[src/hdl/pco_config.svh]
`ifndef PCO_CONFIG_SVH
`define PCO_CONFIG_SVH

`define CNTR_W          13 // oscillator and controller counters
`define SEQ_LEN         16 // encoded sequence length
`define SEQ_IDX_W       4  // index into the sequence
`define WB_AW           4
`define WB_DW           16

`define REG_CTRL        4'd0
`define REG_NDELAY      4'd1
`define REG_NBLACKOUT   4'd2
`define REG_NCSTR       4'd3
`define REG_NPCO        4'd4
`define REG_NDUTY_L     4'd5
`define REG_NDUTY_H     4'd6
`define REG_NPULSE      4'd7
`define REG_NDUTY       4'd8
`define REG_SEQ         4'd9
`define REG_STATUS      4'd10

`define CTRL_PCO_EN     0
`define CTRL_DUTY_EN    1
`define CTRL_GEN_EN     2
`define CTRL_DESIGN_SEL 3

`define NPCO_RST        13'd1 // npco after reset, every other field clears

`endif

[src/hdl/pco_pkg.sv]
`default_nettype none

`include "pco_config.svh"

package pco_pkg;

	typedef logic [`CNTR_W-1:0] cntr_t;
	typedef logic [`SEQ_IDX_W-1:0] seq_idx_t;

	localparam seq_idx_t SEQ_LAST = seq_idx_t'(`SEQ_LEN - 1); // idle position of the generator

	// wishbone classic, master side
	typedef struct packed {
		logic cyc;
		logic stb;
		logic we;
		logic [`WB_AW-1:0] adr;
		logic [`WB_DW-1:0] dat_w;
	} wb_req_t;

	// slave side
	typedef struct packed {
		logic ack;
		logic [`WB_DW-1:0] dat_r;
	} wb_rsp_t;

	typedef struct packed {
		logic en;
		logic design_sel; // delay counter reload after forced reset
		cntr_t ndelay;
		cntr_t nblackout;
		cntr_t ncstr; // coupling strength
		cntr_t npco; // phase threshold
	} pco_cfg_t;

	typedef struct packed {
		logic en;
		cntr_t nduty_l; // duty window low edge
		cntr_t nduty_h;
		cntr_t npulse; // resets needed to declare sync
		cntr_t nduty; // pco cycles of duty before check
	} duty_cfg_t;

	typedef struct packed {
		logic en;
		logic [`SEQ_LEN-1:0] seq; // msb goes out first
	} gen_cfg_t;

	typedef struct packed {
		logic pulse; // any oscillator reset
		logic forced; // reset caused by coupling
		cntr_t count;
	} pco_evt_t;

	typedef enum logic [2:0] {
		IDLE        = 3'd0,
		DESYNC      = 3'd1,
		SYNC_LEAD   = 3'd2,
		SYNC_SLAVE  = 3'd3,
		CHECK_LEAD  = 3'd4,
		CHECK_SLAVE = 3'd5
	} duty_state_t;

endpackage

`default_nettype wire

[src/hdl/pco_regs.sv]
`default_nettype none

`include "pco_config.svh"

module pco_regs import pco_pkg::*; (
	input  logic        clk,
	input  logic        greset_n,
	input  wb_req_t     wb_req,
	output wb_rsp_t     wb_rsp,
	input  duty_state_t state,
	input  logic        duty,
	output pco_cfg_t    pco_cfg,
	output duty_cfg_t   duty_cfg,
	output gen_cfg_t    gen_cfg
);

	logic req; // cycle requested by master
	logic ack_q;
	logic wr_en;
	logic [`WB_DW-1:0] rd_data;
	logic [`CNTR_W-1:0] wr_cntr; // write data cut to counter width

	assign req = wb_req.cyc && wb_req.stb;
	assign wr_en = ack_q && req && wb_req.we; // store on the edge that ends ack
	assign wr_cntr = wb_req.dat_w[`CNTR_W-1:0];

	// single wait cycle, ack lasts one clock
	always_ff @(posedge clk) begin
		if (!greset_n) begin
			ack_q <= 1'b0;
		end else begin
			ack_q <= req && !ack_q;
		end
	end

	// configuration registers
	always_ff @(posedge clk) begin
		if (!greset_n) begin
			pco_cfg <= '0;
			pco_cfg.npco <= `NPCO_RST;
			duty_cfg <= '0;
			gen_cfg <= '0;
		end else if (wr_en) begin
			case (wb_req.adr)
				`REG_CTRL: begin
					pco_cfg.en <= wb_req.dat_w[`CTRL_PCO_EN];
					duty_cfg.en <= wb_req.dat_w[`CTRL_DUTY_EN];
					gen_cfg.en <= wb_req.dat_w[`CTRL_GEN_EN];
					pco_cfg.design_sel <= wb_req.dat_w[`CTRL_DESIGN_SEL];
				end
				`REG_NDELAY:    pco_cfg.ndelay <= wr_cntr;
				`REG_NBLACKOUT: pco_cfg.nblackout <= wr_cntr;
				`REG_NCSTR:     pco_cfg.ncstr <= wr_cntr;
				`REG_NPCO:      pco_cfg.npco <= wr_cntr;
				`REG_NDUTY_L:   duty_cfg.nduty_l <= wr_cntr;
				`REG_NDUTY_H:   duty_cfg.nduty_h <= wr_cntr;
				`REG_NPULSE:    duty_cfg.npulse <= wr_cntr;
				`REG_NDUTY:     duty_cfg.nduty <= wr_cntr;
				`REG_SEQ:       gen_cfg.seq <= wb_req.dat_w;
				default: ; // status and holes are read only
			endcase
		end
	end

	// read mux, only looked at while ack is high
	always_comb begin
		rd_data = '0;
		case (wb_req.adr)
			`REG_CTRL: begin
				rd_data[`CTRL_PCO_EN] = pco_cfg.en;
				rd_data[`CTRL_DUTY_EN] = duty_cfg.en;
				rd_data[`CTRL_GEN_EN] = gen_cfg.en;
				rd_data[`CTRL_DESIGN_SEL] = pco_cfg.design_sel;
			end
			`REG_NDELAY:    rd_data[`CNTR_W-1:0] = pco_cfg.ndelay;
			`REG_NBLACKOUT: rd_data[`CNTR_W-1:0] = pco_cfg.nblackout;
			`REG_NCSTR:     rd_data[`CNTR_W-1:0] = pco_cfg.ncstr;
			`REG_NPCO:      rd_data[`CNTR_W-1:0] = pco_cfg.npco;
			`REG_NDUTY_L:   rd_data[`CNTR_W-1:0] = duty_cfg.nduty_l;
			`REG_NDUTY_H:   rd_data[`CNTR_W-1:0] = duty_cfg.nduty_h;
			`REG_NPULSE:    rd_data[`CNTR_W-1:0] = duty_cfg.npulse;
			`REG_NDUTY:     rd_data[`CNTR_W-1:0] = duty_cfg.nduty;
			`REG_SEQ:       rd_data = gen_cfg.seq;
			`REG_STATUS: begin
				rd_data[2:0] = state; // live controller state
				rd_data[3] = duty;
			end
			default: rd_data = '0;
		endcase
	end

	assign wb_rsp.ack = ack_q;
	assign wb_rsp.dat_r = rd_data;

endmodule

`default_nettype wire

[src/hdl/pco_osc.sv]
`default_nettype none

`include "pco_config.svh"

// progressively slowing oscillator
// period is roughly ndelay + npco*(npco-1)/2 clocks when free running
module pco_osc import pco_pkg::*; (
	input  logic     clk,
	input  logic     greset_n,
	input  logic     peak_in,
	input  pco_cfg_t cfg,
	output pco_evt_t evt
);

	logic [1:0] peak_sync; // two flop synchronizer
	logic peak_prev;
	logic edge_q; // registered rising edge, 3 clocks after peak_in
	cntr_t count; // phase
	cntr_t del_cnt;
	cntr_t trig_cnt;
	logic cpulse; // coupling pulse outside blackout
	logic trig; // slowing trigger tick
	logic trig_en;
	logic cpulse_rst;
	logic trig_rst;
	logic forced;
	logic pulse;

	assign cpulse = edge_q && (count > cfg.nblackout);
	assign trig_en = (del_cnt == cfg.ndelay);
	assign trig = ((trig_cnt + 1'b1) == count) && trig_en;
	assign cpulse_rst = ({1'b0, count} + {1'b0, cfg.ncstr}) >= {1'b0, cfg.npco}; // no wrap
	assign trig_rst = (count + 1'b1) == cfg.npco;

	// no events while frozen
	assign forced = cfg.en && cpulse && cpulse_rst;
	assign pulse = forced || (cfg.en && trig && trig_rst);

	always_ff @(posedge clk) begin
		if (!greset_n) begin
			peak_sync <= 2'b00;
			peak_prev <= 1'b0;
			edge_q <= 1'b0;
		end else if (cfg.en) begin
			peak_sync <= {peak_sync[0], peak_in};
			peak_prev <= peak_sync[1];
			edge_q <= peak_sync[1] && !peak_prev; // one clock per rising edge
		end
	end

	// delay before triggers start
	always_ff @(posedge clk) begin
		if (!greset_n) begin
			del_cnt <= '0;
		end else if (cfg.en) begin
			if (pulse) begin
				del_cnt <= (cfg.design_sel && forced) ? cntr_t'(1) : '0;
			end else if (del_cnt != cfg.ndelay) begin
				del_cnt <= del_cnt + 1'b1;
			end
		end
	end

	// wraps at count, so ticks get sparser as count grows
	always_ff @(posedge clk) begin
		if (!greset_n) begin
			trig_cnt <= '0;
		end else if (cfg.en) begin
			if (pulse || ((trig_cnt + 1'b1) == count)) begin
				trig_cnt <= '0;
			end else begin
				trig_cnt <= trig_cnt + 1'b1;
			end
		end
	end

	// phase counter, coupling wins over trigger
	always_ff @(posedge clk) begin
		if (!greset_n) begin
			count <= cntr_t'(1);
		end else if (cfg.en) begin
			if (pulse) begin
				count <= cntr_t'(1);
			end else if (cpulse) begin
				count <= count + cfg.ncstr; // coupling jump
			end else if (trig) begin
				count <= count + 1'b1;
			end
		end
	end

	assign evt.pulse = pulse;
	assign evt.forced = forced;
	assign evt.count = count;

endmodule

`default_nettype wire

[src/hdl/duty_ctrl.sv]
`default_nettype none

// duty-cycle controller
// waits for npulse lead or slave resets in a row, then opens the duty window
// for nduty oscillator cycles and rechecks sync
module duty_ctrl import pco_pkg::*; (
	input  logic        clk,
	input  logic        greset_n,
	input  pco_evt_t    evt,
	input  duty_cfg_t   cfg,
	output duty_state_t state,
	output logic        duty_out
);

	duty_state_t next_state;
	cntr_t lead_cnt; // natural resets seen
	cntr_t slave_cnt; // late forced resets seen
	cntr_t len_cnt; // pulses since sync
	logic natural_rst;
	logic forced_rst;
	logic in_sync;
	logic in_window;
	logic trk_clr;
	logic len_clr;

	assign natural_rst = evt.pulse && !evt.forced;
	assign forced_rst = evt.pulse && evt.forced;
	assign in_sync = (state == SYNC_LEAD) || (state == SYNC_SLAVE);
	assign in_window = (evt.count >= cfg.nduty_l) && (evt.count <= cfg.nduty_h);

	always_ff @(posedge clk) begin
		if (!greset_n) begin
			duty_out <= 1'b0;
		end else if (cfg.en) begin
			duty_out <= in_sync && in_window; // one clock behind the compare
		end
	end

	// reset tracker
	always_ff @(posedge clk) begin
		if (!greset_n) begin
			lead_cnt <= '0;
			slave_cnt <= '0;
		end else if (cfg.en) begin
			if (trk_clr) begin
				lead_cnt <= '0;
				slave_cnt <= '0;
			end else if (forced_rst) begin
				if (evt.count <= cfg.nduty_h) begin // early, likely a stray node
					lead_cnt <= '0;
					slave_cnt <= '0;
				end else begin
					slave_cnt <= slave_cnt + 1'b1; // a faster neighbour
				end
			end else if (natural_rst) begin
				lead_cnt <= lead_cnt + 1'b1;
			end
		end
	end

	// duty length, saturates one past nduty
	always_ff @(posedge clk) begin
		if (!greset_n) begin
			len_cnt <= '0;
		end else if (cfg.en) begin
			if (len_clr) begin
				len_cnt <= '0;
			end else if (evt.pulse && in_sync && (len_cnt <= cfg.nduty)) begin
				len_cnt <= len_cnt + 1'b1;
			end
		end
	end

	always_ff @(posedge clk) begin
		if (!greset_n) begin
			state <= IDLE;
		end else if (cfg.en) begin
			state <= next_state;
		end
	end

	always_comb begin
		next_state = state;
		trk_clr = 1'b0;
		len_clr = 1'b0;
		case (state)
			IDLE: begin
				next_state = DESYNC; // only reached while enabled
				trk_clr = 1'b1;
			end
			DESYNC: begin
				if (lead_cnt == cfg.npulse) begin
					next_state = SYNC_LEAD;
					len_clr = 1'b1;
				end else if (slave_cnt == cfg.npulse) begin
					next_state = SYNC_SLAVE;
					len_clr = 1'b1;
				end
			end
			SYNC_LEAD: begin
				if (len_cnt > cfg.nduty) next_state = CHECK_LEAD;
			end
			SYNC_SLAVE: begin
				if (len_cnt > cfg.nduty) next_state = CHECK_SLAVE;
			end
			CHECK_LEAD: begin
				if (natural_rst) begin // still the fastest node
					next_state = SYNC_LEAD;
					len_clr = 1'b1;
				end else if (forced_rst) begin
					next_state = DESYNC;
					trk_clr = 1'b1;
				end
			end
			CHECK_SLAVE: begin
				if (forced_rst) begin // still pulled by the leader
					next_state = SYNC_SLAVE;
					len_clr = 1'b1;
				end else if (natural_rst) begin
					next_state = DESYNC;
					trk_clr = 1'b1;
				end
			end
			default: next_state = IDLE;
		endcase
	end

endmodule

`default_nettype wire

[src/hdl/seq_pulsegen.sv]
`default_nettype none

module seq_pulsegen import pco_pkg::*; (
	input  logic     clk,
	input  logic     greset_n,
	input  pco_evt_t evt,
	input  gen_cfg_t cfg,
	output logic     seq_out
);

	seq_idx_t idx; // bit being sent, SEQ_LAST when idle
	seq_idx_t bit_sel;

	assign bit_sel = SEQ_LAST - idx; // msb first
	assign seq_out = cfg.seq[bit_sel];

	// restart only when idle, otherwise run to the end and hold
	always_ff @(posedge clk) begin
		if (!greset_n) begin
			idx <= SEQ_LAST;
		end else if (cfg.en) begin
			if (evt.pulse && (idx == SEQ_LAST)) begin
				idx <= '0;
			end else if (idx != SEQ_LAST) begin
				idx <= idx + 1'b1;
			end
		end
	end

endmodule

`default_nettype wire

[src/hdl/pco_node_top.sv]
`default_nettype none

// pco node, register block plus oscillator, controller and sequence output
module pco_node_top import pco_pkg::*; (
	input  logic        clk,
	input  logic        greset_n,
	input  wb_req_t     wb_req,
	output wb_rsp_t     wb_rsp,
	input  logic        peak_in, // raw peak, synchronized inside the oscillator
	output pco_evt_t    evt,
	output duty_state_t state,
	output logic        duty_out,
	output logic        seq_out
);

	pco_cfg_t pco_cfg;
	duty_cfg_t duty_cfg;
	gen_cfg_t gen_cfg;

	pco_regs u_pco_regs (
		.clk      (clk),
		.greset_n (greset_n),
		.wb_req   (wb_req),
		.wb_rsp   (wb_rsp),
		.state    (state),
		.duty     (duty_out),
		.pco_cfg  (pco_cfg),
		.duty_cfg (duty_cfg),
		.gen_cfg  (gen_cfg)
	);

	pco_osc u_pco_osc (
		.clk      (clk),
		.greset_n (greset_n),
		.peak_in  (peak_in),
		.cfg      (pco_cfg),
		.evt      (evt)
	);

	duty_ctrl u_duty_ctrl (
		.clk      (clk),
		.greset_n (greset_n),
		.evt      (evt),
		.cfg      (duty_cfg),
		.state    (state),
		.duty_out (duty_out)
	);

	seq_pulsegen u_seq_pulsegen (
		.clk      (clk),
		.greset_n (greset_n),
		.evt      (evt), // restarts on any reset
		.cfg      (gen_cfg),
		.seq_out  (seq_out)
	);

endmodule

`default_nettype wire

[config.mk]
export PLATFORM = sky130hd
export DESIGN_NAME = pco_node_top
export DESIGN_NICKNAME = d
export VERILOG_FILES = /design/src/hdl/pco_pkg.sv /design/src/hdl/pco_regs.sv /design/src/hdl/pco_osc.sv /design/src/hdl/duty_ctrl.sv /design/src/hdl/seq_pulsegen.sv /design/src/hdl/pco_node_top.sv
export VERILOG_INCLUDE_DIRS = /design/src /design/src/hdl
export SDC_FILE = /design/constraint.sdc
export NUM_CORES = 1
export LEC_CHECK = 0
export BUFFER_PORTS_ARGS = -buffer_cell sky130_fd_sc_hd__buf_2
export CAP_MARGIN = 30
export CORE_MARGIN = 2
export CORE_UTILIZATION = 57
export CTS_CLUSTER_DIAMETER = 100
export CTS_CLUSTER_SIZE = 40
export DETAILED_ROUTE_END_ITERATION = 10
export PLACE_DENSITY_LB_ADDON = 0.12
export SETUP_SLACK_MARGIN = 0.2
export SKIP_CTS_REPAIR_TIMING = 1
export SLEW_MARGIN = 20
export SYNTH_ARGS = -nofsm -noshare
export SYNTH_HDL_FRONTEND = slang
export SYNTH_HIERARCHICAL = 1
export SYNTH_SLANG_ARGS = --single-unit
[constraint.sdc]
create_clock -name clk -period 5.2 [get_ports clk]
set_input_delay 0.52 -clock clk [delete_from_list [all_inputs] [get_ports clk]]
set_output_delay 0.52 -clock clk [all_outputs]
set_load 0.02 [all_outputs]
==> flow_summary.ini <==
[yosys]
async_flop_share = 0
ys_warn_count = 6
synthFlopType = dfxtp_1
syn_area_mm2 = 0.0146
synth_edf_count = 0
synthDominantCellAreaShare = 0.294
synth_area_leader_cell = dfxtp_1
synth.distinct_cells = 95
synth_nets = 1858
avgSynthCellArea_um2 = 8.38
synth-seq-cells = 215
ys_seq_area_frac = 0.294
netlist_top_cells_area = dfxtp_1 (29%), mux2i_1 (7.3%), ha_1 (7.3%)
postSynthCellCount = 1746

[drt]
drt_pre_antenna_iters = 6
drc_errors = 0
dr.first_iter.drc_count = 1762
wl_per_cell_um = 22.2
vias = 13484
postRouteAntennaNets = 0
wl_um = 46100
viasPerCell = 6.49

[final_layout]
final_nets = 1857
drive_above_1_share = 0.126
fillers = 2204
multi_input_area_mm2 = 0.00957
layout_commonest_cell = dfxtp_1
layout.cells.non_filler = 2079
seq_area_mm2 = 0.00431
diodes = 0
layout_common_cells = dfxtp_1 (214), nand2_1 (170), mux2i_1 (107)
synthToLayoutAreaGrowth_pct = 7.70

[sta]
worstMarginPinSlew_ps = 1010
slew_headroom = 0.322
finalSetupViolations = 0
rsz0062_at_grt = true
clock_skew_ps = 50.1
fin_tns_setup_ps = 0
slew_viol_final = 0
finalCritPeriodShare = 0.959
timing.final.crit_period_ps = 4990
timing.fmax_mhz = 201
hold_viol = 0

[hold_path]
min_path_type = input port to flip-flop
min_path_cells = 3

[global_routing]
antenna_found_initial = 0
grtUsageTotal = 0.333
grt_overflow = 0
grt_max_degree = 77
grt_pass1_vias = 12184
grt_pass1_wl_um = 70100

[clock_tree]
cts_buffer_depth = 3
cts_buffers = 11
cts_root_buf = clkbuf_16
h-tree-depth = 1
cts.sinks = 215
cts.clk_slew.worst_paths_ps = 150
cts_tree = built
clk_latency_ps = 510

[critical_path]
r2r_end = u_duty_ctrl/slave_cnt[8]
cpMaxStageDelayCell = o41ai_4
crit_path_end_kind = output pin
crit_fanout = 8
crit_buf_inv = 3
cp-endpoint = evt[14]
critical_path.max_stage_delay_ps = 370
crit_type = flip-flop to output pin
startpoint_type = flip-flop
crit_arrival_ps = 4470
crit_family = compound AO/OA/AOI/OAI gates
critPathLaunch = u_pco_osc/count[0]
rr_worst_depth = 23
path_common_cell = buf_6
cp_cell_sequence = ha_4 > fa_2 > a211oi_2 > nor2_2 > o41ai_4 > o22ai_2 > o41ai_2 > xnor2_1 > ha_1 > buf_4 > a2111oi_4 > o21ai_2 > o31ai_4 > nand2_2 > buf_6 > buf_6
r2r_slack_ps = 240
path_depth = 16
cp.required_ps = 4680
timing.rr.start = u_pco_osc/count[0]

[floorplan]
rows = 58
pin_count = 63
die_h_um = 164
core-area_mm2 = 0.0252
die-area_mm2 = 0.0270
die_w_um = 164
start_util = 0.581

[run]
cap_violations = 0

[place]
post-dp-hpwl_um = 32400
numPortBuffers = 62
numPlacedInstances = 2052
gp_congestion = 0.996

[status]
outcome = complete, no violations

[pwr]
p_total_mw = 2.98
peakVddDrop_mv = 0.205
power_density_mw_per_mm2 = 189
power_leakage_nw = 5.94
cell usage after synthesis (7+ instances only):
cell type and instances:
nor4_1 13, o21ai_0 34, a21o_1 11, buf_6 9
xnor2_1 48, a22oi_1 13, buf_4 12, inv_1 95
ha_1 85, a211oi_1 13, a311oi_1 11, nand3_1 84
a2bb2oi_1 7, o22ai_2 7, nand2_1 172, a22o_1 14
a221oi_1 12, dfxtp_1 215, nor2_1 66, buf_2 34
o211ai_1 17, a21oi_1 73, o22ai_1 12, o21a_1 9
nand4_1 32, or2_2 7, nor3_1 40, nand2b_1 7
mux2i_1 107, xor2_1 42, a21boi_0 40, nand4b_1 8
nor2b_1 103, and3_1 31, or3_1 15, a31oi_1 31
o31ai_1 8, clkbuf_1 60
final cells by class:
class                   instances  share of cell area
clock buffers                  11              0.0175
clock inverters                 6             0.00873
inverters                      96              0.0229
multi-input cells            1312               0.607
flip-flops and latches        215               0.273
well taps                     330              0.0262
repair buffers                109              0.0445
power breakdown:
| part | switching (mW) | internal [mW] | total, mW |
|---|---|---|---|
| combinational | 0.134 | 0.0533 | 0.188 |
| clock | 0.653 | 0.486 | 1.14 |
| sequential | 0.00232 | 1.65 | 1.65 |
| total | 0.790 | 2.19 | 2.98 |
metrics by stage:
| stage | worst slack (ps) | cell area (µm²) | utilization | hold slack [ps] |
|---|---|---|---|---|
| 2_1_floorplan | 218 | 14700 | - | 437 |
| 3_3_place_gp | 115 | 15000 | 0.598 | 457 |
| 3_5_place_dp | -149 | 15000 | 0.598 | 465 |
| 4_1_cts | -191 | 15500 | 0.614 | 238 |
| 5_1_grt | 21.2 | 15800 | 0.626 | 233 |
| 6_report | 215 | 15800 | 0.626 | 241 |
how the worst min path moves through the flow:
stage / from / to / slack (ps)
2_1_floorplan: u_duty_ctrl/len_cnt[12] / u_duty_ctrl/len_cnt[12] / 440
3_3_place_gp: u_duty_ctrl/len_cnt[12] / u_duty_ctrl/len_cnt[12] / 460
3_5_place_dp: u_pco_osc/edge_q / u_pco_osc/edge_q / 460
4_1_cts: wb_req[14] / u_pco_regs/gen_cfg[14] / 240
5_1_grt: wb_req[14] / u_pco_regs/gen_cfg[14] / 230
6_report: wb_req[14] / u_pco_regs/gen_cfg[14] / 240
logic make-up after synthesis:
group,synth area share
compound gates,0.188
xor+xnor,0.0555
fa+ha+maj,0.0740
buf+inv,0.0693
flops,0.294
mux,0.0835
simple gates,0.236
layer usage:
layer  vias up  global-route usage  part of all wire  wire length, µm
li1       6285                   -                 -                -
met1      6449               0.485              0.44            20400
met2       658               0.508              0.43            20000
met3        92              0.0540             0.096             4430
met4         0              0.0913             0.029             1320
met5         -                   0                 0                0
sequential cells by signal, summed over array words and instances (netlist names):
register               flops
u_pco_osc/peak_sync        2
u_duty_ctrl/lead_cnt      13
u_pco_osc/peak_prev        1
u_duty_ctrl/slave_cnt     13
u_pco_regs/duty_cfg       53
u_duty_ctrl/len_cnt       13
u_duty_ctrl/state          3
u_seq_pulsegen/idx         4
u_pco_osc/trig_cnt        13
u_pco_regs/gen_cfg        17
u_duty_ctrl/duty_out       1
u_pco_osc/del_cnt         13
u_pco_osc/edge_q           1
u_pco_regs/ack_q           1
u_pco_regs/pco_cfg        54
u_pco_osc/count           13
tightest hold or removal path, stage by stage:
cell,delay (ps)
buf_2,90
nand2_1,40
a21boi_0,60
No activity file was read; power rests on OpenSTA's default activity.
